--- src/cachePkg.sv ---
package cachePkg;

    // datapath widths of the core and memory side
    parameter int DATA_W = 64;
    parameter int MASK_W = DATA_W / 8;
    parameter int ADDR_W = 64;

    // byte offset inside one word, these address bits never reach the array
    parameter int OFFSET_BITS = 3;

    // register port address width and the register map
    parameter int CFG_ADDR_W = 2;
    parameter logic [CFG_ADDR_W-1:0] CFG_CTRL = 2'd0;
    parameter logic [CFG_ADDR_W-1:0] CFG_HITS = 2'd1;
    parameter logic [CFG_ADDR_W-1:0] CFG_MISSES = 2'd2;

    // bit positions inside the control word
    // enable is a level, flush and clear act only on the write cycle
    parameter int CTRL_ENABLE_BIT = 0;
    parameter int CTRL_FLUSH_BIT = 1;
    parameter int CTRL_CLEAR_BIT = 2;

endpackage

--- src/cfgIf.sv ---
`timescale 1ns/1ps

interface cfgIf;

    // from the register block
    // enable is a level, flushReq is a one cycle pulse
    logic enable;
    logic flushReq;

    // from the refill unit, one pulse per counted read
    logic hitEvent;
    logic missEvent;

    modport regs (
        output enable, flushReq,
        input  hitEvent, missEvent
    );

    modport refill (
        input  enable, flushReq,
        output hitEvent, missEvent
    );

endinterface

--- src/lookupIf.sv ---
`timescale 1ns/1ps

interface lookupIf import cachePkg::*; #(
    parameter int INDEX_BITS = 2
);

    // address under lookup, the array answers in the same cycle
    logic [ADDR_W-1:0] lookupAddr;
    logic hit;
    logic [DATA_W-1:0] hitData;

    // line fill, tag and index are taken from fillAddr
    logic fill;
    logic [ADDR_W-1:0] fillAddr;
    logic [DATA_W-1:0] fillData;

    // single line drop, only the set index is carried
    logic inval;
    logic [INDEX_BITS-1:0] invalAddr;

    // clears every valid bit
    logic flushAll;

    modport master (
        output lookupAddr, fill, fillAddr, fillData, inval, invalAddr, flushAll,
        input  hit, hitData
    );

    modport slave (
        input  lookupAddr, fill, fillAddr, fillData, inval, invalAddr, flushAll,
        output hit, hitData
    );

endinterface

--- src/cacheArray.sv ---
`timescale 1ns/1ps

module cacheArray import cachePkg::*; #(
    parameter int INDEX_BITS = 2
) (
    input logic clk,
    input logic rst,
    lookupIf.slave lk
);

    localparam int SETS = 1 << INDEX_BITS;
    // tag is everything above index and byte offset
    localparam int TAG_BITS = ADDR_W - INDEX_BITS - OFFSET_BITS;

    // one way per set
    logic [DATA_W-1:0] dataMem [SETS];
    logic [TAG_BITS-1:0] tagMem [SETS];
    logic [SETS-1:0] valid;

    logic [INDEX_BITS-1:0] lookupIdx;
    logic [TAG_BITS-1:0] lookupTag;
    logic [INDEX_BITS-1:0] fillIdx;
    logic [TAG_BITS-1:0] fillTag;

    // address slicing for the lookup side
    assign lookupIdx = lk.lookupAddr[OFFSET_BITS +: INDEX_BITS];
    assign lookupTag = lk.lookupAddr[ADDR_W-1 -: TAG_BITS];

    // address slicing for the fill side
    assign fillIdx = lk.fillAddr[OFFSET_BITS +: INDEX_BITS];
    assign fillTag = lk.fillAddr[ADDR_W-1 -: TAG_BITS];

    // combinational lookup
    // valid set with matching tag is a hit
    assign lk.hit = valid[lookupIdx] && (tagMem[lookupIdx] == lookupTag);
    // data is read out regardless of hit, the sequencer qualifies it
    assign lk.hitData = dataMem[lookupIdx];

    // tag and data storage, written only on fill
    always_ff @(posedge clk) begin
        if (lk.fill) begin
            tagMem[fillIdx] <= fillTag;
            dataMem[fillIdx] <= lk.fillData;
        end
    end

    // valid bits
    // flush beats fill, and a later inval beats fill on the same set
    always_ff @(posedge clk) begin
        if (rst || lk.flushAll) begin
            valid <= '0;
        end else begin
            if (lk.fill) begin
                valid[fillIdx] <= 1'b1;
            end
            // store to a cached line drops the line, no update in place
            if (lk.inval) begin
                valid[lk.invalAddr] <= 1'b0;
            end
        end
    end

endmodule

--- src/cacheCtrlRegs.sv ---
`timescale 1ns/1ps

module cacheCtrlRegs import cachePkg::*; #(
    parameter int CNT_BITS = 16
) (
    input  logic clk,
    input  logic rst,
    cfgIf.regs cfg,
    input  logic cfgWrite,
    input  logic [CFG_ADDR_W-1:0] cfgAddr,
    input  logic [DATA_W-1:0] cfgWData,
    output logic [DATA_W-1:0] cfgRData
);

    logic enableR;
    logic flushR;
    logic [CNT_BITS-1:0] hitCount;
    logic [CNT_BITS-1:0] missCount;
    logic ctrlWrite;
    logic clearCnt;

    assign ctrlWrite = cfgWrite && (cfgAddr == CFG_CTRL);
    assign clearCnt = ctrlWrite && cfgWData[CTRL_CLEAR_BIT];

    // control word, cache comes up enabled
    always_ff @(posedge clk) begin
        if (rst) begin
            enableR <= 1'b1;
            flushR <= 1'b0;
        end else begin
            flushR <= ctrlWrite && cfgWData[CTRL_FLUSH_BIT];
            if (ctrlWrite) begin
                enableR <= cfgWData[CTRL_ENABLE_BIT];
            end
        end
    end

    // counters wrap, clear takes priority over a same cycle event
    always_ff @(posedge clk) begin
        if (rst || clearCnt) begin
            hitCount <= '0;
            missCount <= '0;
        end else begin
            if (cfg.hitEvent) begin
                hitCount <= hitCount + 1'b1;
            end
            if (cfg.missEvent) begin
                missCount <= missCount + 1'b1;
            end
        end
    end

    assign cfg.enable = enableR;
    assign cfg.flushReq = flushR;

    // read mux, unused bits read as zero
    always_comb begin
        cfgRData = '0;
        case (cfgAddr)
            CFG_CTRL: cfgRData[CTRL_ENABLE_BIT] = enableR;
            CFG_HITS: cfgRData[CNT_BITS-1:0] = hitCount;
            CFG_MISSES: cfgRData[CNT_BITS-1:0] = missCount;
            default: cfgRData = '0;
        endcase
    end

endmodule

--- src/dcacheTop.sv ---
`timescale 1ns/1ps

module dcacheTop import cachePkg::*; #(
    parameter int INDEX_BITS = 2,
    parameter int CNT_BITS = 16
) (
    input  logic clk,
    input  logic rst,
    // core side
    input  logic coreReq,
    input  logic coreWrite,
    input  logic [ADDR_W-1:0] coreAddr,
    input  logic [DATA_W-1:0] coreWData,
    input  logic [MASK_W-1:0] coreMask,
    output logic coreBusy,
    output logic coreRespValid,
    output logic [DATA_W-1:0] coreRData,
    // memory side
    output logic memReq,
    output logic memWrite,
    output logic [ADDR_W-1:0] memAddr,
    output logic [DATA_W-1:0] memWData,
    output logic [MASK_W-1:0] memMask,
    input  logic memRespValid,
    input  logic [DATA_W-1:0] memRData,
    // register port
    input  logic cfgWrite,
    input  logic [CFG_ADDR_W-1:0] cfgAddr,
    input  logic [DATA_W-1:0] cfgWData,
    output logic [DATA_W-1:0] cfgRData
);

    lookupIf #(.INDEX_BITS(INDEX_BITS)) lk ();
    cfgIf cfg ();

    // tag, valid and data store
    cacheArray #(.INDEX_BITS(INDEX_BITS)) uArray (
        .clk(clk),
        .rst(rst),
        .lk(lk.slave)
    );

    // request sequencer, owns both the core and the memory port
    refillUnit #(.INDEX_BITS(INDEX_BITS)) uRefill (
        .clk(clk),
        .rst(rst),
        .lk(lk.master),
        .cfg(cfg.refill),
        .coreReq(coreReq),
        .coreWrite(coreWrite),
        .coreAddr(coreAddr),
        .coreWData(coreWData),
        .coreMask(coreMask),
        .coreBusy(coreBusy),
        .coreRespValid(coreRespValid),
        .coreRData(coreRData),
        .memReq(memReq),
        .memWrite(memWrite),
        .memAddr(memAddr),
        .memWData(memWData),
        .memMask(memMask),
        .memRespValid(memRespValid),
        .memRData(memRData)
    );

    // enable, flush and statistics
    cacheCtrlRegs #(.CNT_BITS(CNT_BITS)) uRegs (
        .clk(clk),
        .rst(rst),
        .cfg(cfg.regs),
        .cfgWrite(cfgWrite),
        .cfgAddr(cfgAddr),
        .cfgWData(cfgWData),
        .cfgRData(cfgRData)
    );

endmodule

--- src/refillUnit.sv ---
`timescale 1ns/1ps

module refillUnit import cachePkg::*; #(
    parameter int INDEX_BITS = 2
) (
    input  logic clk,
    input  logic rst,
    lookupIf.master lk,
    cfgIf.refill cfg,
    // core side
    input  logic coreReq,
    input  logic coreWrite,
    input  logic [ADDR_W-1:0] coreAddr,
    input  logic [DATA_W-1:0] coreWData,
    input  logic [MASK_W-1:0] coreMask,
    output logic coreBusy,
    output logic coreRespValid,
    output logic [DATA_W-1:0] coreRData,
    // memory side
    output logic memReq,
    output logic memWrite,
    output logic [ADDR_W-1:0] memAddr,
    output logic [DATA_W-1:0] memWData,
    output logic [MASK_W-1:0] memMask,
    input  logic memRespValid,
    input  logic [DATA_W-1:0] memRData
);

    // sequencer states
    localparam logic [1:0] IDLE = 2'd0;
    localparam logic [1:0] RESP_HIT = 2'd1;
    localparam logic [1:0] WAIT_MEM = 2'd2;
    localparam logic [1:0] RESP_MEM = 2'd3;

    logic [1:0] state;
    logic memReqR;
    logic fillR;
    logic invalR;

    // latched request
    logic [ADDR_W-1:0] reqAddr;
    logic reqWrite;
    logic [DATA_W-1:0] reqWData;
    logic [MASK_W-1:0] reqMask;
    logic [DATA_W-1:0] rData;

    logic accept;
    logic useCache;
    logic memDone;

    assign accept = (state == IDLE) && coreReq;
    // read served by the array only while the cache is on
    assign useCache = cfg.enable && lk.hit && !coreWrite;
    assign memDone = (state == WAIT_MEM) && memRespValid;

    // lookup runs on the live core address in the accept cycle
    assign lk.lookupAddr = coreAddr;

    // statistics pulses, misses count only while enabled
    assign cfg.hitEvent = accept && useCache;
    assign cfg.missEvent = accept && !coreWrite && cfg.enable && !lk.hit;

    always_ff @(posedge clk) begin
        if (rst) begin
            state <= IDLE;
            memReqR <= 1'b0;
            fillR <= 1'b0;
            invalR <= 1'b0;
        end else begin
            // strobes last one cycle
            memReqR <= 1'b0;
            fillR <= 1'b0;
            invalR <= 1'b0;
            case (state)
                IDLE: begin
                    if (coreReq) begin
                        if (useCache) begin
                            state <= RESP_HIT;
                        end else begin
                            // misses, disabled reads and all stores go out
                            state <= WAIT_MEM;
                            memReqR <= 1'b1;
                            invalR <= coreWrite;
                        end
                    end
                end
                RESP_HIT: state <= IDLE;
                WAIT_MEM: begin
                    if (memRespValid) begin
                        state <= RESP_MEM;
                        fillR <= cfg.enable && !reqWrite;
                    end
                end
                RESP_MEM: state <= IDLE;
                default: state <= IDLE;
            endcase
        end
    end

    // request payload and response word
    always_ff @(posedge clk) begin
        if (accept) begin
            reqAddr <= coreAddr;
            reqWrite <= coreWrite;
            reqWData <= coreWData;
            reqMask <= coreMask;
        end
        if (accept && useCache) begin
            rData <= lk.hitData;
        end else if (memDone) begin
            rData <= memRData;
        end
    end

    // fill uses the word just returned, same one the core sees
    assign lk.fill = fillR;
    assign lk.fillAddr = reqAddr;
    assign lk.fillData = rData;
    assign lk.inval = invalR;
    assign lk.invalAddr = reqAddr[OFFSET_BITS +: INDEX_BITS];
    assign lk.flushAll = cfg.flushReq;

    assign coreBusy = (state != IDLE);
    assign coreRespValid = (state == RESP_HIT) || (state == RESP_MEM);
    assign coreRData = rData;

    assign memReq = memReqR;
    assign memWrite = memReqR && reqWrite;
    assign memAddr = reqAddr;
    assign memWData = reqWData;
    assign memMask = reqMask;

endmodule
--- config.mk ---
export PLATFORM = sky130hd
export DESIGN_NAME = dcacheTop
export DESIGN_NICKNAME = d
export VERILOG_FILES = /design/src/cachePkg.sv /design/src/cfgIf.sv /design/src/lookupIf.sv /design/src/cacheArray.sv /design/src/cacheCtrlRegs.sv /design/src/dcacheTop.sv /design/src/refillUnit.sv
export SDC_FILE = /design/constraint.sdc
export NUM_CORES = 1
export LEC_CHECK = 0
export BUFFER_PORTS_ARGS = -buffer_cell sky130_fd_sc_hd__clkbuf_2
export CAP_MARGIN = 5
export CORE_MARGIN = 3
export CORE_UTILIZATION = 48
export DETAILED_ROUTE_END_ITERATION = 10
export GPL_ROUTABILITY_DRIVEN = 0
export PLACE_DENSITY = 0.81
export SLEW_MARGIN = 20
export SYNTH_ARGS = -nofsm -noshare
export SYNTH_HDL_FRONTEND = slang
export SYNTH_SLANG_ARGS = --single-unit
--- constraint.sdc ---
create_clock -name clk -period 11.6 [get_ports clk]
set_input_delay 1.16 -clock clk [delete_from_list [all_inputs] [get_ports clk]]
set_output_delay 1.16 -clock clk [all_outputs]
set_load 0.02 [all_outputs]
Word-level counts from Yosys, hierarchy flattened --
Memory sizes are Yosys's and may differ from the RTL's. Index checks and enable logic that the tools add are counted.
Storage, ports and cells: register bits 244, RAM bits 492, input bits 272, output and inout bits 268, word-level logic and storage cells 84, memories 2
Memories:
- uArray.dataMem | words 4, bits a word 64, rd ports 1, clocked after Yosys merged registers in 0, wr ports 1, line cacheArray.sv:16 | logic [DATA_W-1:0] dataMem [SETS];
- uArray.tagMem | words 4, bits a word 59, rd ports 1, clocked after Yosys merged registers in 0, wr ports 1, line cacheArray.sv:17 | logic [TAG_BITS-1:0] tagMem [SETS];
Cells by class: add/subtract/negate cells 2, magnitude comparators 3, equality and inequality tests 8, multiplexer cells 18, bitwise gates (word level) 7, reduce and logical (&&, ||, !) cells 30
Operator list (number):
- 64-bit two-way mux | 2
- 59-bit == test | 1
- 16-bit by 1-bit adder with 16-bit output, second input constant | 2
- 15-bit one-hot mux with 2 select lines | 1
- 1-bit logical AND | 15
- 4-bit two-way mux | 3
- 2-bit == test, second input constant | 3
- 2-bit by 3-bit less-than comparator with 1-bit output, second input constant | 2
- 2-bit two-way mux | 3
- 2-bit one-hot mux with 3 select lines | 1
- 3-bit OR reduction | 2
- 1-bit two-way mux | 5
- 4-bit AND | 1
- 2-bit by 1-bit == test with 1-bit output, second input constant | 2
- 2-bit zero test | 2
- 2-bit inequality test, second input constant | 2
- 1-bit inverter | 4
- 4-bit inverter | 1
- 4-bit bitwise OR | 1
- 2-bit nonzero test | 2
- 4-bit OR reduction | 1
- 1-bit zero test | 3
- 1-bit logical OR | 3
- 1-bit one-hot mux with 3 select lines | 1
- other kinds (5) | 5

Depth between registers and ports, before layout --
Gate-level depths: netlist of run 1.
word-level depth 9, gate-level depth with buffers 14, depth with buffers taken out 9

Modules after synthesis --
Synthesis of run 1 repeated with hierarchy kept, for this count alone.
Second synthesis, totals: cells, all modules 1586, area, all modules 29774.8 um2
By module, submodules not included:
- cacheArray | instances 1, cells each 834, area an instance 18955.7 um2
- refillUnit | instances 1, cells each 493, area an instance 8665.8 um2
- cacheCtrlRegs | instances 1, cells each 259, area an instance 2153.3 um2

Worst setup path before layout of run 1 --
No wires, ideal clock.
kind flip-flop to flip-flop, start point register uRefill.reqAddr[4] (netlist: uRefill.lk.fillAddr[4]), end point register uArray.valid[0], library setup time 0.098 ns, data arrival time 10.730 ns, data required time 11.502 ns, path slack 0.772 ns, stages on the path, launching flop included 3, period minus slack after synthesis 10.828 ns, path through edfxtp_1 > nor3b_1 > o221a_2
Between the ends: longest elaborated chain between the ends 9
Ends and longest elaborated chain:
- start, declared | line refillUnit.sv:41 | logic [ADDR_W-1:0] reqAddr;
- start signal, assigned | line refillUnit.sv:103 | reqAddr <= coreAddr;
- 2-bit by 3-bit less-than comparator with 1-bit output (implied by the code) / 2-bit by 1-bit >= comparator with 1-bit output (equally long branches) | line cacheArray.sv:54, cacheArray.sv:58
- 1-bit logical AND (implied by the code) | line cacheArray.sv:54, cacheArray.sv:58
- 1-bit two-way mux (implied by the code) | line cacheArray.sv:54, cacheArray.sv:58
- 1-bit demux with 2-bit select (*)
- 4-bit bitwise OR (no source line)
- 4-bit two-way mux | line cacheArray.sv:53 | if (lk.fill) begin
- 4-bit two-way mux | line cacheArray.sv:50 | if (rst || lk.flushAll) begin
- 4-bit AND (no source line)
- 4-bit two-way mux (*) | line cacheArray.sv:57 | if (lk.inval) begin
- end signal, assigned | line cacheArray.sv:51 | valid <= '0;
- end signal, assigned by index | line cacheArray.sv:54 | valid[fillIdx] <= 1'b1;
- end signal, assigned by index | line cacheArray.sv:58 | valid[lk.invalAddr] <= 1'b0;
- end, declared | line cacheArray.sv:18 | logic [SETS-1:0] valid;
Every way passes the cells marked *; elsewhere a longest branch is shown, timed or not. The select of a mux whose other input is x is not followed. A chain may end at the register's enable or synchronous reset.

Worst setup path after layout of run 1 --
start point input port coreAddr[4], end point register uRefill.rData[7] (netlist: uRefill.coreRData[7]) (enable)
Between the ends: longest elaborated chain between the ends 7
Ends and longest elaborated chain:
- start, declared | line dcacheTop.sv:12 | input logic [ADDR_W-1:0] coreAddr,
- memory 4 x 59 bit / 1-bit binary-select mux with 2-bit select (equally long branches)
- 59-bit == test / 1-bit two-way mux (equally long branches) | line cacheArray.sv:35 | assign lk.hit = valid[lookupIdx] && (tagMem[lookupIdx] == lookupTag);
- 1-bit logical AND (*) | line cacheArray.sv:35
- 1-bit logical AND (*) (2 in a row) | line refillUnit.sv:53 | assign useCache = cfg.enable && lk.hit && !coreWrite;
- 1-bit logical AND (*) | line refillUnit.sv:108 | if (accept && useCache) begin
- 2-bit nonzero test (no source line) (*)
- end signal, assigned | line refillUnit.sv:109 | rData <= lk.hitData;
- end signal, assigned | line refillUnit.sv:111 | rData <= memRData;
- end, declared | line refillUnit.sv:45 | logic [DATA_W-1:0] rData;
Marks and branches as above.

==> run_summary.xml, run 1 <==
<?xml version="1.0" encoding="UTF-8"?>
<metrics>
  <group name="sta">
    <metric name="max_clock_freq" unit="MHz">163.0</metric>
    <metric name="final-hold-violation-count" unit="">0</metric>
    <metric name="slew_headroom" unit="%">25.81</metric>
    <metric name="hold_slack" unit="ns">0.4748</metric>
    <metric name="setup-violations-final" unit="">0</metric>
    <metric name="final.setup.worst_slack" unit="ns">5.467</metric>
    <metric name="final.min_clock_period" unit="ns">6.133</metric>
    <metric name="min_period_over_period" unit="%">52.87</metric>
    <metric name="unrepaired_setup_endpoints_after_global_routing" unit="">no</metric>
    <metric name="final_max_slew_viol_count" unit="">0</metric>
    <metric name="totalNegativeSetupSlack" unit="ns">0</metric>
    <metric name="clock_skew" unit="ns">0.02385</metric>
    <metric name="timing_worst_slew_pin_value" unit="ns">1.113</metric>
  </group>
  <group name="setup_path">
    <metric name="crit_path_max_fanout" unit="">64</metric>
    <metric name="worst-setup-path-type" unit="">input port to flop</metric>
    <metric name="critical_path_buf_inv_count" unit="">4</metric>
    <metric name="cpMostUsedCell" unit="">sky130_fd_sc_hd__buf_4</metric>
    <metric name="start_kind" unit="">input port</metric>
    <metric name="critical_path_capture_point_type" unit="">flop</metric>
    <metric name="cpMaxStageDelayCell" unit="">sky130_fd_sc_hd__a2111oi_0</metric>
    <metric name="crit_chain" unit="">buf_6 &gt; buf_4 &gt; mux2i_1 &gt; o221ai_1 &gt; a21boi_0 &gt; a2111oi_0 &gt; or4b_1 &gt; nor4b_4 &gt; buf_4 &gt; o21bai_4 &gt; buf_4</metric>
    <metric name="timing.critical_path.arrival" unit="ns">6.33</metric>
    <metric name="worst-r2r-setup-slack" unit="ns">6.79</metric>
    <metric name="critPathLaunch" unit="">coreAddr[4]</metric>
    <metric name="critical_path.top_delay_family" unit="">buffers and inverters</metric>
    <metric name="rr_startpoint" unit="">uArray.tagMem[3][33]</metric>
    <metric name="worst_ep_required_time" unit="ns">11.80</metric>
    <metric name="timing.critical_path.slowest_cell_delay" unit="ns">0.73</metric>
  </group>
  <group name="drt">
    <metric name="ant_nets" unit="">0</metric>
    <metric name="routed_wire_length_per_instance" unit="um">23.91</metric>
    <metric name="drc" unit="">0</metric>
    <metric name="finalWirelength" unit="um">65240</metric>
    <metric name="via_per_inst" unit="">5.588</metric>
    <metric name="num_vias" unit="">15250</metric>
    <metric name="detailedRoute.firstIterationViolations" unit="">1257</metric>
    <metric name="detailedRoute.firstPassIterationCount" unit="">5</metric>
  </group>
  <group name="synthesis">
    <metric name="synth_warnings" unit="">0</metric>
    <metric name="seq_area_frac_synth" unit="%">76.40</metric>
    <metric name="synthArstFlopShare" unit="%">0</metric>
    <metric name="mappedNetlistArea" unit="sq um">28360</metric>
    <metric name="synth_enable_flop_cells" unit="">693</metric>
    <metric name="synth.distinct_cells" unit="">66</metric>
    <metric name="post_synth.cell_area_avg" unit="sq um">19.79</metric>
    <metric name="synth_seq_cells" unit="">736</metric>
    <metric name="synth_cells" unit="">1433</metric>
    <metric name="synth_ff_type" unit="">sky130_fd_sc_hd__edfxtp_1</metric>
  </group>
  <group name="floorplan">
    <metric name="floorplan.io_pins" unit="">540</metric>
    <metric name="initial_util" unit="%">48.88</metric>
    <metric name="horizontal_extent_of_the_die" unit="um">249.1</metric>
    <metric name="fp-row-count" unit="">88</metric>
    <metric name="die_h" unit="um">249.1</metric>
    <metric name="total_die_area" unit="sq um">62040</metric>
    <metric name="core" unit="sq um">58030</metric>
  </group>
  <group name="status">
    <metric name="outcome" unit="">complete, no violations</metric>
  </group>
  <group name="flow_run">
    <metric name="maximum_capacitance_violations" unit="">0</metric>
  </group>
  <group name="placed_design">
    <metric name="dp_slack" unit="ns">4.935</metric>
    <metric name="place_hpwl" unit="um">41010</metric>
    <metric name="place_inst" unit="">2586</metric>
    <metric name="numPortBuffers" unit="">430</metric>
  </group>
  <group name="clock_network">
    <metric name="max-clock-path-buffers" unit="">3</metric>
    <metric name="worst_setup_hold_path_clk_slew" unit="ns">0.06</metric>
    <metric name="quantity_of_gates_resized_following_cts" unit="">0</metric>
    <metric name="tritoncts_buffers" unit="">75</metric>
    <metric name="h-tree-depth" unit="">3</metric>
    <metric name="clk_tree_root_cell" unit="">sky130_fd_sc_hd__clkbuf_16</metric>
    <metric name="tritoncts" unit="">built</metric>
    <metric name="cts_num_sinks" unit="">736</metric>
    <metric name="post-cts-setup-buffer-count" unit="">0</metric>
    <metric name="clock_insertion_delay_worst_skew" unit="ns">0.60</metric>
    <metric name="cts_hold_buffers" unit="">0</metric>
  </group>
  <group name="cells_and_area">
    <metric name="stdcell_count" unit="">2729</metric>
    <metric name="finalNetCount" unit="">2176</metric>
    <metric name="syn2layout_area_growth" unit="%">18.72</metric>
    <metric name="drive_gt1_share" unit="%">38.73</metric>
  </group>
  <group name="pwr">
    <metric name="power_density" unit="nW/um^2">171.1</metric>
    <metric name="power_leakage" unit="nW">11.94</metric>
    <metric name="report.power.total" unit="W">0.005762</metric>
    <metric name="max-vdd-ir-drop" unit="mV">0.1368</metric>
  </group>
  <group name="worst_hold_path">
    <metric name="hold_path_class" unit="">flop to flop</metric>
    <metric name="start_point_of_the_worst_min_delay_path" unit="">uRefill.reqWrite</metric>
  </group>
  <group name="global_routing">
    <metric name="grt_pass1_vias" unit="">15420</metric>
    <metric name="antenna_violations_before_repair" unit="">8</metric>
    <metric name="grt_start_max_net_pins" unit="">81</metric>
    <metric name="grt_pass1_wl" unit="um">98340</metric>
    <metric name="gr-total-overflow" unit="">0</metric>
    <metric name="gr-usage-all-layers" unit="%">20.83</metric>
  </group>
</metrics>
==> state kept, by name, indices dropped and copies added, names as in the netlist, 2 cells and up <==
register / count
uRefill.memMask: 8
uRegs.missCount: 16
uArray.valid: 4
uRefill.coreRData: 64
uRegs.hitCount: 16
uRefill.lk.fillAddr: 64
uArray.tagMem: 236
uRefill.state: 2
uArray.dataMem: 256
uRefill.memWData: 64
==> routing by layer <==
layer	up-vias	share of wire [%]	global-route usage, %
li1	6642	-	-
met1	7845	42	29.42
met2	670	49	32.86
met3	92	7.1	4.134
met4	0	2.4	7.095
met5	-	0	0
==> synth_stat cells, types with 4 or more instances <==
master                     instances  area, sq um
sky130_fd_sc_hd__o211ai_1          5        37.54
sky130_fd_sc_hd__xnor2_1          34        297.8
sky130_fd_sc_hd__nor3b_1           4        30.03
sky130_fd_sc_hd__mux2_2           70        788.3
sky130_fd_sc_hd__a21oi_1           9        45.04
sky130_fd_sc_hd__ha_1              6        75.07
sky130_fd_sc_hd__nor2b_1          20        125.1
sky130_fd_sc_hd__nand2_1          42        157.7
sky130_fd_sc_hd__and3_1           10        62.56
sky130_fd_sc_hd__buf_4            56        420.4
sky130_fd_sc_hd__nand3_1          18        90.09
sky130_fd_sc_hd__o22ai_1           5        31.28
sky130_fd_sc_hd__o21ai_0          10        50.05
sky130_fd_sc_hd__nor4_1            5        31.28
sky130_fd_sc_hd__buf_2            16        80.08
sky130_fd_sc_hd__or3_1             5        31.28
sky130_fd_sc_hd__mux2i_1          62        620.6
sky130_fd_sc_hd__a31o_2            4        35.03
sky130_fd_sc_hd__or2_2             5        31.28
sky130_fd_sc_hd__xor2_1            6        52.55
sky130_fd_sc_hd__o31ai_1           4        30.03
sky130_fd_sc_hd__nor3_1            8        40.04
sky130_fd_sc_hd__nand2b_1         19        118.9
sky130_fd_sc_hd__o221a_2           4        45.04
sky130_fd_sc_hd__or4_1             7        52.55
sky130_fd_sc_hd__inv_1            11        41.29
sky130_fd_sc_hd__nor2_1           23        86.33
sky130_fd_sc_hd__nand4_1          18        112.6
sky130_fd_sc_hd__edfxtp_1        693        20810
sky130_fd_sc_hd__and2_1            8        50.05
sky130_fd_sc_hd__a22oi_1          18        135.1
sky130_fd_sc_hd__mux4_2          101         2275
sky130_fd_sc_hd__dfxtp_1          43        860.8
sky130_fd_sc_hd__clkbuf_1         32        120.1
==> area by class of cell <==
type                    count  area (sq um)
repair buffers            448          2302
clock inverters            41         460.4
diodes                      7         17.52
fillers                  4203         24350
flip-flops and latches    736         21670
multi-input cells         625          6210
inverters                  12         50.05
well taps                 765         957.2
clock buffers              95          2004
==> logic make-up (layout without fill, tap and decap cells) <==
group	after synthesis	after routing	share of synthesized area (%)
other cells	1	55	0.01322
fa+ha+maj	6	6	0.2647
compound gates	100	100	2.735
buf+inv	119	596	2.466
simple gates	198	198	3.895
flops	736	736	76.40
xor+xnor	40	40	1.235
mux	233	233	12.99
==> final timing paths <==
kind	cells after the start	endpoint
worst max register to register	9	uRefill.coreRData[7]
worst min register to register	1	uRefill.lk.fill
worst max-delay path	11	uRefill.coreRData[7]
worst min-delay path	1	uRefill.lk.fill
==> placed cells by master, fill, tap and decap left out, types with 18 or more instances in the layout <==
| master | netlist | routed |
|---|---|---|
| sky130_fd_sc_hd__mux2i_1 | 62 | 62 |
| sky130_fd_sc_hd__a22oi_1 | 18 | 18 |
| sky130_fd_sc_hd__nor2_1 | 23 | 22 |
| sky130_fd_sc_hd__nor2b_1 | 20 | 20 |
| sky130_fd_sc_hd__mux2_2 | 70 | 70 |
| sky130_fd_sc_hd__buf_4 | 56 | 18 |
| sky130_fd_sc_hd__nand2_1 | 42 | 42 |
| sky130_fd_sc_hd__nand2b_1 | 19 | 19 |
| sky130_fd_sc_hd__mux4_2 | 101 | 101 |
| sky130_fd_sc_hd__nand3_1 | 18 | 18 |
| sky130_fd_sc_hd__nand4_1 | 18 | 18 |
| sky130_fd_sc_hd__clkbuf_16 | 0 | 77 |
| sky130_fd_sc_hd__clkinv_2 | 0 | 18 |
| sky130_fd_sc_hd__edfxtp_1 | 693 | 693 |
| sky130_fd_sc_hd__dfxtp_1 | 43 | 43 |
| sky130_fd_sc_hd__conb_1 | 1 | 48 |
| sky130_fd_sc_hd__clkbuf_2 | 0 | 428 |
| sky130_fd_sc_hd__xnor2_1 | 34 | 34 |
==> power breakdown <==
group	total [W]	internal [W]	switching (W)
Sequential	0.00301	0.00297	0.0000408
Combinational	0.000336	0.000122	0.000214
Clock	0.00241	0.00141	0.000996
==> worst reg2reg max path, cell delays in order (launching register included) <==
cell	delay, ns
sky130_fd_sc_hd__edfxtp_1	0.36
sky130_fd_sc_hd__mux4_2	0.48
sky130_fd_sc_hd__xnor2_1	0.16
sky130_fd_sc_hd__nand4_1	0.18
sky130_fd_sc_hd__a2111oi_0	0.65
sky130_fd_sc_hd__or4b_1	0.60
sky130_fd_sc_hd__nor4b_4	0.28
sky130_fd_sc_hd__buf_4	0.52
sky130_fd_sc_hd__o21bai_4	0.27
sky130_fd_sc_hd__buf_4	0.73
==> through the flow <==
step | utilization [%] | area (sq um)
6_report | 58.03 | 33670
5_1_grt | 58.03 | 33670
4_1_cts | 58.00 | 33650
3_5_place_dp | 53.75 | 31190
3_3_place_gp | 53.74 | 31180
2_1_floorplan | - | 28540
Note: power is estimated with default switching activity, not from simulation.
==> run 2: changes to the inputs <==
--- a/config.mk
+++ b/config.mk
@@ -5,6 +5,7 @@
 export SDC_FILE = /design/constraint.sdc
 export NUM_CORES = 1
 export LEC_CHECK = 0
+export ABC_AREA = 1
 export BUFFER_PORTS_ARGS = -buffer_cell sky130_fd_sc_hd__clkbuf_2
 export CAP_MARGIN = 5
 export CORE_MARGIN = 3
==> constraint.sdc (replaced) <==
create_clock -name clk -period 5.2 [get_ports clk]
set_input_delay 0.52 -clock clk [delete_from_list [all_inputs] [get_ports clk]]
set_output_delay 0.52 -clock clk [all_outputs]
set_load 0.02 [all_outputs]
==> run_summary.xml, run 2 <==
<?xml version="1.0" encoding="UTF-8"?>
<metrics>
  <group name="status">
    <metric name="outcome" unit="">complete, no violations</metric>
  </group>
  <group name="cells_and_area">
    <metric name="final_common_cell" unit="">sky130_fd_sc_hd__nand2_1</metric>
    <metric name="n_fill_cell" unit="">4702</metric>
    <metric name="final_area" unit="sq um">34880</metric>
    <metric name="largest_reg_flops" unit="">256</metric>
    <metric name="syn2layout_area_growth" unit="%">17.66</metric>
    <metric name="most-common-layout-cells" unit="">852 x sky130_fd_sc_hd__nand2_1, 693 x sky130_fd_sc_hd__edfxtp_1, 428 x sky130_fd_sc_hd__clkbuf_2</metric>
    <metric name="finalNetCount" unit="">3162</metric>
    <metric name="regMostFlops" unit="">uArray.dataMem</metric>
    <metric name="drive_gt1_share" unit="%">19.78</metric>
    <metric name="largest_registers" unit="">uArray.dataMem x256, uArray.tagMem x236</metric>
    <metric name="layout.core_utilization" unit="%">57.46</metric>
  </group>
  <group name="synthesis">
    <metric name="post-synth-top-area-fraction" unit="%">70.21</metric>
    <metric name="synth.cells.most_frequent" unit="">853 x sky130_fd_sc_hd__nand2_1, 693 x sky130_fd_sc_hd__edfxtp_1, 174 x sky130_fd_sc_hd__nand3_1</metric>
    <metric name="synthArstFlopShare" unit="%">0</metric>
    <metric name="simple_logic_cell_fraction_of_the_synthesized_area" unit="%">16.88</metric>
    <metric name="seq_area_frac_synth" unit="%">73.11</metric>
    <metric name="yosys-top-cells-area" unit="">sky130_fd_sc_hd__edfxtp_1 70%, sky130_fd_sc_hd__nand2_1 11%, sky130_fd_sc_hd__nand3_1 2.9%</metric>
    <metric name="synth_ff_type" unit="">sky130_fd_sc_hd__edfxtp_1</metric>
    <metric name="synth_top_area_cell" unit="">sky130_fd_sc_hd__edfxtp_1</metric>
    <metric name="synth_top_family_by_area" unit="">simple AND/OR/NAND/NOR gates</metric>
    <metric name="synthMuxAreaShare" unit="%">0</metric>
    <metric name="mappedNetlistArea" unit="sq um">29640</metric>
    <metric name="synth_cells" unit="">2455</metric>
    <metric name="post_synth.cell_area_avg" unit="sq um">12.07</metric>
    <metric name="synth_seq_cells" unit="">736</metric>
    <metric name="synth_compound_area_share" unit="%">5.382</metric>
    <metric name="share_of_synthesized_cell_area_in_full_adder_half_adder_and_majority_cells" unit="%">0.2533</metric>
    <metric name="synth.distinct_cells" unit="">30</metric>
    <metric name="post-synth-top-count-cell" unit="">sky130_fd_sc_hd__nand2_1</metric>
    <metric name="synth-xor-area-share" unit="%">0.3546</metric>
    <metric name="synth_warnings" unit="">0</metric>
    <metric name="synth_enable_flop_cells" unit="">693</metric>
  </group>
  <group name="drt">
    <metric name="num_vias" unit="">20410</metric>
    <metric name="ant_nets" unit="">0</metric>
    <metric name="drc" unit="">0</metric>
    <metric name="routed_wire_length_per_instance" unit="um">20.07</metric>
    <metric name="finalWirelength" unit="um">74790</metric>
    <metric name="via_per_inst" unit="">5.479</metric>
    <metric name="detailedRoute.firstPassIterationCount" unit="">6</metric>
    <metric name="detailedRoute.firstIterationViolations" unit="">2173</metric>
  </group>
  <group name="worst_hold_path">
    <metric name="hold_path_end" unit="">uRefill.memWData[56]</metric>
    <metric name="hold_path_class" unit="">input port to flop</metric>
    <metric name="start_point_of_the_worst_min_delay_path" unit="">coreWData[56]</metric>
    <metric name="hold_path_depth" unit="">1</metric>
  </group>
  <group name="sta">
    <metric name="slew_headroom" unit="%">31.47</metric>
    <metric name="unrepaired_setup_endpoints_after_global_routing" unit="">no</metric>
    <metric name="final_max_slew_viol_count" unit="">0</metric>
    <metric name="max_clock_freq" unit="MHz">280.4</metric>
    <metric name="min_period_over_period" unit="%">68.58</metric>
    <metric name="timing_worst_slew_pin_value" unit="ns">1.028</metric>
    <metric name="final.setup.worst_slack" unit="ns">1.634</metric>
    <metric name="clock_skew" unit="ns">0.02857</metric>
    <metric name="setup-violations-final" unit="">0</metric>
    <metric name="final.min_clock_period" unit="ns">3.566</metric>
    <metric name="totalNegativeSetupSlack" unit="ns">0</metric>
    <metric name="final-hold-violation-count" unit="">0</metric>
  </group>
  <group name="placed_design">
    <metric name="dpl-instance-area" unit="sq um">32390</metric>
    <metric name="place_hpwl" unit="um">47930</metric>
    <metric name="dp_slack" unit="ns">1.093</metric>
    <metric name="numPortBuffers" unit="">430</metric>
  </group>
  <group name="setup_path">
    <metric name="crit_path_max_fanout" unit="">129</metric>
    <metric name="worst-r2r-cell-count" unit="">11</metric>
    <metric name="rr_startpoint" unit="">uArray.valid[0]</metric>
    <metric name="worst_ep_required_time" unit="ns">5.50</metric>
    <metric name="start_kind" unit="">input port</metric>
    <metric name="critical_path_capture_point_type" unit="">flop</metric>
    <metric name="timing.critical_path.arrival" unit="ns">3.87</metric>
    <metric name="r2r-end" unit="">uRefill.coreRData[16]</metric>
    <metric name="worst-setup-path-type" unit="">input port to flop</metric>
    <metric name="worst-r2r-setup-slack" unit="ns">2.26</metric>
  </group>
  <group name="clock_network">
    <metric name="post-cts-setup-buffer-count" unit="">0</metric>
    <metric name="cts_num_sinks" unit="">736</metric>
    <metric name="h-tree-depth" unit="">3</metric>
    <metric name="quantity_of_gates_resized_following_cts" unit="">0</metric>
    <metric name="clock_insertion_delay_worst_skew" unit="ns">0.62</metric>
    <metric name="max-clock-path-buffers" unit="">3</metric>
    <metric name="cts_hold_buffers" unit="">0</metric>
    <metric name="worst_setup_hold_path_clk_slew" unit="ns">0.06</metric>
    <metric name="tritoncts" unit="">built</metric>
    <metric name="clk_tree_root_cell" unit="">sky130_fd_sc_hd__clkbuf_16</metric>
    <metric name="tritoncts_buffers" unit="">76</metric>
  </group>
  <group name="flow_run">
    <metric name="maximum_capacitance_violations" unit="">0</metric>
  </group>
  <group name="floorplan">
    <metric name="floorplan.io_pins" unit="">540</metric>
    <metric name="fp-row-count" unit="">90</metric>
    <metric name="die_h" unit="um">254.5</metric>
    <metric name="horizontal_extent_of_the_die" unit="um">254.5</metric>
    <metric name="core" unit="sq um">60700</metric>
    <metric name="total_die_area" unit="sq um">64770</metric>
    <metric name="initial_util" unit="%">48.84</metric>
  </group>
  <group name="pwr">
    <metric name="power_density" unit="nW/um^2">370.3</metric>
    <metric name="report.power.total" unit="W">0.01292</metric>
    <metric name="power_leakage" unit="nW">13.54</metric>
    <metric name="max-vdd-ir-drop" unit="mV">0.3788</metric>
  </group>
  <group name="global_routing">
    <metric name="gr-usage-all-layers" unit="%">22.72</metric>
    <metric name="grt_pass1_vias" unit="">19420</metric>
    <metric name="gr-total-overflow" unit="">0</metric>
    <metric name="grt_pass1_wl" unit="um">111800</metric>
    <metric name="antenna_violations_before_repair" unit="">5</metric>
    <metric name="grt_start_max_net_pins" unit="">138</metric>
  </group>
</metrics>
## run 2: cell types whose count changed after synthesis, moves of 24 or more
| cell | previous run | this run |
|---|---|---|
| sky130_fd_sc_hd__o21ai_1 | 0 | 58 |
| sky130_fd_sc_hd__nor2_1 | 23 | 118 |
| sky130_fd_sc_hd__a32o_1 | 0 | 64 |
| sky130_fd_sc_hd__a21oi_1 | 9 | 105 |
| sky130_fd_sc_hd__nand2_1 | 42 | 853 |
| sky130_fd_sc_hd__nand3b_1 | 0 | 42 |
| sky130_fd_sc_hd__mux4_2 | 101 | 0 |
| sky130_fd_sc_hd__mux2i_1 | 62 | 0 |
| sky130_fd_sc_hd__mux2_2 | 70 | 0 |
| sky130_fd_sc_hd__buf_2 | 16 | 40 |
| sky130_fd_sc_hd__nand3_1 | 18 | 174 |
| sky130_fd_sc_hd__inv_1 | 11 | 71 |
| sky130_fd_sc_hd__xnor2_1 | 34 | 5 |
## run 2: kinds of logic (layout without fill, tap and decap cells)
family,Yosys count,in the layout
AO/OA/AOI/OAI,253,253
XOR/XNOR,12,12
adder cells (fa/ha/maj),6,6
buffers and inverters,230,670
flip-flops,736,736
other,1,50
AND/OR/NAND/NOR,1217,1217
## run 2: metrics by stage
step / cells / hold slack (ns)
after CTS: 3724 / 0.03166
after floorplan: 2502 / 0.4171
after global placement: 3588 / 0.4735
after detailed placement: 3588 / 0.4831
after global routing: 3726 / 0.04078
final: 3726 / 0.07266
## run 2: cell type report
cell class	instances	area, sq um	area share, %
Antenna cell	2	5.005	0.01435
Inverter	73	286.5	0.8216
Clock buffer	94	1991	5.708
Sequential cell	736	21670	62.14
Tap cell	782	978.4	2.805
Clock inverter	42	488.0	1.399
Timing Repair Buffer	461	2444	7.007
Multi-Input combinational cell	1536	7013	20.11
## run 2: worst max-delay path, cell delays in order
cell and delay (ns):
sky130_fd_sc_hd__clkbuf_8 0.24, sky130_fd_sc_hd__inv_8 0.65, sky130_fd_sc_hd__nor2_1 0.08, sky130_fd_sc_hd__o21ai_1 0.46
sky130_fd_sc_hd__nand2_1 0.12, sky130_fd_sc_hd__nor2_1 0.11, sky130_fd_sc_hd__nand2_1 0.06, sky130_fd_sc_hd__nor2_1 0.17
sky130_fd_sc_hd__nand2_1 0.09, sky130_fd_sc_hd__nor2_2 0.29, sky130_fd_sc_hd__nand3_4 0.13, sky130_fd_sc_hd__nand2_2 0.45
sky130_fd_sc_hd__buf_4 0.31
## run 2: where the power goes
part | total (W) | switching, W | internal, W | leakage, nW
Clock | 0.00533 | 0.00227 | 0.00307 | 1.19
Sequential | 0.00669 | 0.0000815 | 0.00661 | 6.67
Combinational | 0.000894 | 0.000632 | 0.000262 | 5.69
Total | 0.0129 | 0.00298 | 0.00994 | 13.5
## run 2: worst max path at each step
stage,start,endpoint,slack [ns],cells after the start
floorplan,uRefill.state[0],uRefill.coreRData[0],0.58,8
global placement,coreAddr[3],uRefill.coreRData[16],1.12,13
detailed placement,coreAddr[3],uRefill.coreRData[24],1.09,13
CTS,coreAddr[3],uRefill.coreRData[16],1.73,13
global route,coreAddr[3],uRegs.hitCount[15],1.46,17
finish,coreAddr[3],uRefill.coreRData[16],1.63,13
## run 2: layer usage
layer | vias to the layer above | GRT usage (%) | part of all wire [%]
met5 | - | 0 | 0.055
met2 | 1093 | 37.10 | 48
li1 | 9402 | - | -
met3 | 162 | 5.456 | 10
met1 | 9750 | 29.68 | 38
met4 | 6 | 8.748 | 3.5
==> run 3: changes to the inputs <==
==> constraint.sdc (replaced) <==
create_clock -name clk -period 2.95 [get_ports clk]
set_input_delay 0.295 -clock clk [delete_from_list [all_inputs] [get_ports clk]]
set_output_delay 0.295 -clock clk [all_outputs]
set_load 0.02 [all_outputs]
==> run_summary.xml, run 3 (same netlist as run 2, synthesis figures left out) <==
<?xml version="1.0" encoding="UTF-8"?>
<metrics>
  <group name="clock_network">
    <metric name="worst_setup_hold_path_clk_slew" unit="ns">0.07</metric>
    <metric name="max-clock-path-buffers" unit="">3</metric>
    <metric name="clk_tree_root_cell" unit="">sky130_fd_sc_hd__clkbuf_16</metric>
    <metric name="tritoncts" unit="">built</metric>
    <metric name="cts_num_sinks" unit="">736</metric>
    <metric name="clock_insertion_delay_worst_skew" unit="ns">0.62</metric>
    <metric name="tritoncts_buffers" unit="">76</metric>
    <metric name="quantity_of_gates_resized_following_cts" unit="">0</metric>
    <metric name="h-tree-depth" unit="">3</metric>
  </group>
  <group name="status">
    <metric name="outcome" unit="">complete, no violations</metric>
  </group>
  <group name="floorplan">
    <metric name="total_die_area" unit="sq um">64770</metric>
    <metric name="core" unit="sq um">60700</metric>
    <metric name="fp-row-count" unit="">90</metric>
    <metric name="die_h" unit="um">254.5</metric>
    <metric name="floorplan.io_pins" unit="">540</metric>
    <metric name="initial_util" unit="%">48.84</metric>
    <metric name="horizontal_extent_of_the_die" unit="um">254.5</metric>
  </group>
  <group name="setup_path">
    <metric name="critical_path_capture_point_type" unit="">flop</metric>
    <metric name="critPathLaunch" unit="">uArray.tagMem[0][37]</metric>
    <metric name="worst_ep_required_time" unit="ns">3.29</metric>
    <metric name="crit_path_max_fanout" unit="">82</metric>
    <metric name="worst-r2r-setup-slack" unit="ns">0.31</metric>
    <metric name="start_kind" unit="">flop</metric>
    <metric name="rr_startpoint" unit="">uArray.tagMem[0][37]</metric>
    <metric name="worst-r2r-cell-count" unit="">14</metric>
    <metric name="r2r-end" unit="">uRefill.coreRData[17]</metric>
    <metric name="worst-setup-path-type" unit="">flop to flop</metric>
    <metric name="timing.critical_path.arrival" unit="ns">2.99</metric>
  </group>
  <group name="sta">
    <metric name="final-hold-violation-count" unit="">0</metric>
    <metric name="final_max_slew_viol_count" unit="">0</metric>
    <metric name="timing_worst_slew_pin_value" unit="ns">1.063</metric>
    <metric name="min_period_over_period" unit="%">89.63</metric>
    <metric name="max_clock_freq" unit="MHz">378.2</metric>
    <metric name="final.setup.worst_slack" unit="ns">0.3058</metric>
    <metric name="unrepaired_setup_endpoints_after_global_routing" unit="">no</metric>
    <metric name="final.min_clock_period" unit="ns">2.644</metric>
    <metric name="setup-violations-final" unit="">0</metric>
    <metric name="clock_skew" unit="ns">0.04493</metric>
    <metric name="slew_headroom" unit="%">29.12</metric>
  </group>
  <group name="worst_hold_path">
    <metric name="hold_path_depth" unit="">3</metric>
    <metric name="hold_path_class" unit="">input port to flop</metric>
    <metric name="hold_path_end" unit="">uRefill.coreRData[43]</metric>
    <metric name="start_point_of_the_worst_min_delay_path" unit="">memRData[43]</metric>
  </group>
  <group name="cells_and_area">
    <metric name="most-common-layout-cells" unit="">851 x sky130_fd_sc_hd__nand2_1, 693 x sky130_fd_sc_hd__edfxtp_1, 429 x sky130_fd_sc_hd__clkbuf_2</metric>
    <metric name="n_fill_cell" unit="">4290</metric>
    <metric name="final_common_cell" unit="">sky130_fd_sc_hd__nand2_1</metric>
    <metric name="largest_reg_flops" unit="">256</metric>
    <metric name="regMostFlops" unit="">uArray.dataMem</metric>
    <metric name="finalNetCount" unit="">3429</metric>
    <metric name="syn2layout_area_growth" unit="%">27.02</metric>
    <metric name="largest_registers" unit="">uArray.dataMem x256, uArray.tagMem x236</metric>
    <metric name="final_area" unit="sq um">37650</metric>
    <metric name="drive_gt1_share" unit="%">20.57</metric>
  </group>
  <group name="global_routing">
    <metric name="grt_pass1_wl" unit="um">124400</metric>
    <metric name="gr-total-overflow" unit="">0</metric>
    <metric name="antenna_violations_before_repair" unit="">7</metric>
    <metric name="grt_start_max_net_pins" unit="">139</metric>
    <metric name="grt_pass1_vias" unit="">21630</metric>
    <metric name="gr-usage-all-layers" unit="%">25.27</metric>
  </group>
  <group name="pwr">
    <metric name="power.share.combinational" unit="%">8.1</metric>
    <metric name="power_density" unit="nW/um^2">621.9</metric>
    <metric name="p_sw" unit="W">0.005453</metric>
    <metric name="swShare" unit="%">23.29</metric>
    <metric name="cellInternalPower" unit="W">0.01796</metric>
    <metric name="power_leakage" unit="nW">14.78</metric>
    <metric name="max-vdd-ir-drop" unit="mV">0.5359</metric>
    <metric name="share_clk_of_total_power" unit="%">41.5</metric>
    <metric name="seq_power_share" unit="%">50.4</metric>
  </group>
  <group name="placed_design">
    <metric name="place_hpwl" unit="um">49540</metric>
    <metric name="dp_slack" unit="ns">0.02946</metric>
    <metric name="numPortBuffers" unit="">430</metric>
    <metric name="dpl-instance-area" unit="sq um">33130</metric>
  </group>
  <group name="drt">
    <metric name="detailroute.wirelength.met2" unit="um">40750</metric>
    <metric name="num_vias" unit="">22100</metric>
    <metric name="via_per_inst" unit="">5.528</metric>
    <metric name="detailedRoute.firstIterationViolations" unit="">2580</metric>
    <metric name="routed_wire_length_per_instance" unit="um">20.94</metric>
    <metric name="ant_nets" unit="">0</metric>
    <metric name="detailedRoute.firstPassIterationCount" unit="">8</metric>
    <metric name="drc" unit="">0</metric>
    <metric name="met3RoutedLength" unit="um">8848</metric>
    <metric name="m1WireLength" unit="um">30520</metric>
    <metric name="topRoutingLayerUsed" unit="">met5</metric>
    <metric name="finalWirelength" unit="um">83690</metric>
  </group>
  <group name="flow_run">
    <metric name="maximum_capacitance_violations" unit="">0</metric>
  </group>
</metrics>
-- run 3: layout make-up --
cell class / count / area, sq um / area share [%]
Clock inverter: 43 / 495.5 / 1.316
Tap cell: 782 / 978.4 / 2.599
Clock buffer: 97 / 2023 / 5.374
Sequential cell: 736 / 21670 / 57.56
Inverter: 73 / 284.0 / 0.7544
Timing Repair Buffer: 728 / 5136 / 13.64
Antenna cell: 2 / 5.005 / 0.01329
Multi-Input combinational cell: 1536 / 7057 / 18.74
-- run 3: how the worst max path moves through the flow --
| stage | to | cells past startpoint |
|---|---|---|
| floorplan | uRefill.coreRData[0] | 8 |
| CTS | uRefill.coreRData[28] | 14 |
| detailed placement | uRefill.coreRData[37] | 18 |
| global placement | uRefill.coreRData[36] | 18 |
| global route | uRefill.coreRData[17] | 14 |
| finish | uRefill.coreRData[17] | 14 |
-- run 3: repair_timing --
item                                   CTS  global route
hold buffers                           199             1
setup buffers                            0             0
endpoints found under the hold margin  197             1
-- run 3: routing by layer --
layer	track usage [%]	up-vias
met5	0	-
met4	10.63	10
met3	6.761	247
met2	42.30	1420
met1	31.25	10470
li1	-	9949
-- run 3: worst max-delay path, cell delays in order, from the launching register on --
cell	delay [ns]
sky130_fd_sc_hd__edfxtp_1	0.44
sky130_fd_sc_hd__nand2_1	0.11
sky130_fd_sc_hd__nand3_1	0.10
sky130_fd_sc_hd__nand3b_1	0.20
sky130_fd_sc_hd__nand2_1	0.08
sky130_fd_sc_hd__nor2_1	0.10
sky130_fd_sc_hd__nand2_1	0.07
sky130_fd_sc_hd__nor2_1	0.08
sky130_fd_sc_hd__nand2_1	0.08
sky130_fd_sc_hd__nor2_2	0.13
sky130_fd_sc_hd__buf_4	0.16
sky130_fd_sc_hd__nand3_4	0.20
sky130_fd_sc_hd__buf_12	0.27
sky130_fd_sc_hd__nand2_1	0.15
sky130_fd_sc_hd__o21ai_1	0.10
-- run 3: stage by stage --
step | utilization [%] | TNS (ns) | power, W | hold slack, ns | instances
finish | 62.03 | 0 | 0.02341 | 0.03018 | 3997
global route | 62.03 | 0 | 0.02411 | 0.01879 | 3996
CTS | 62.01 | 0 | 0.02338 | 0.00004802 | 3994
detailed placement | 54.58 | 0 | 0.01363 | 0.4736 | 3655
global placement | 54.58 | 0 | 0.01359 | 0.4716 | 3655
floorplan | - | -170.15 | 0.01296 | 0.3567 | 2502
-- run 3: power groups by stage --
stage | logic (W) | registers [W] | clock network, W
floorplan | 0.000813 | 0.0121 | 0
global placement | 0.00158 | 0.0120 | 0
detailed placement | 0.00162 | 0.0120 | 0
CTS | 0.00184 | 0.0118 | 0.00974
global route | 0.00204 | 0.0118 | 0.0102
finish | 0.00190 | 0.0118 | 0.00971
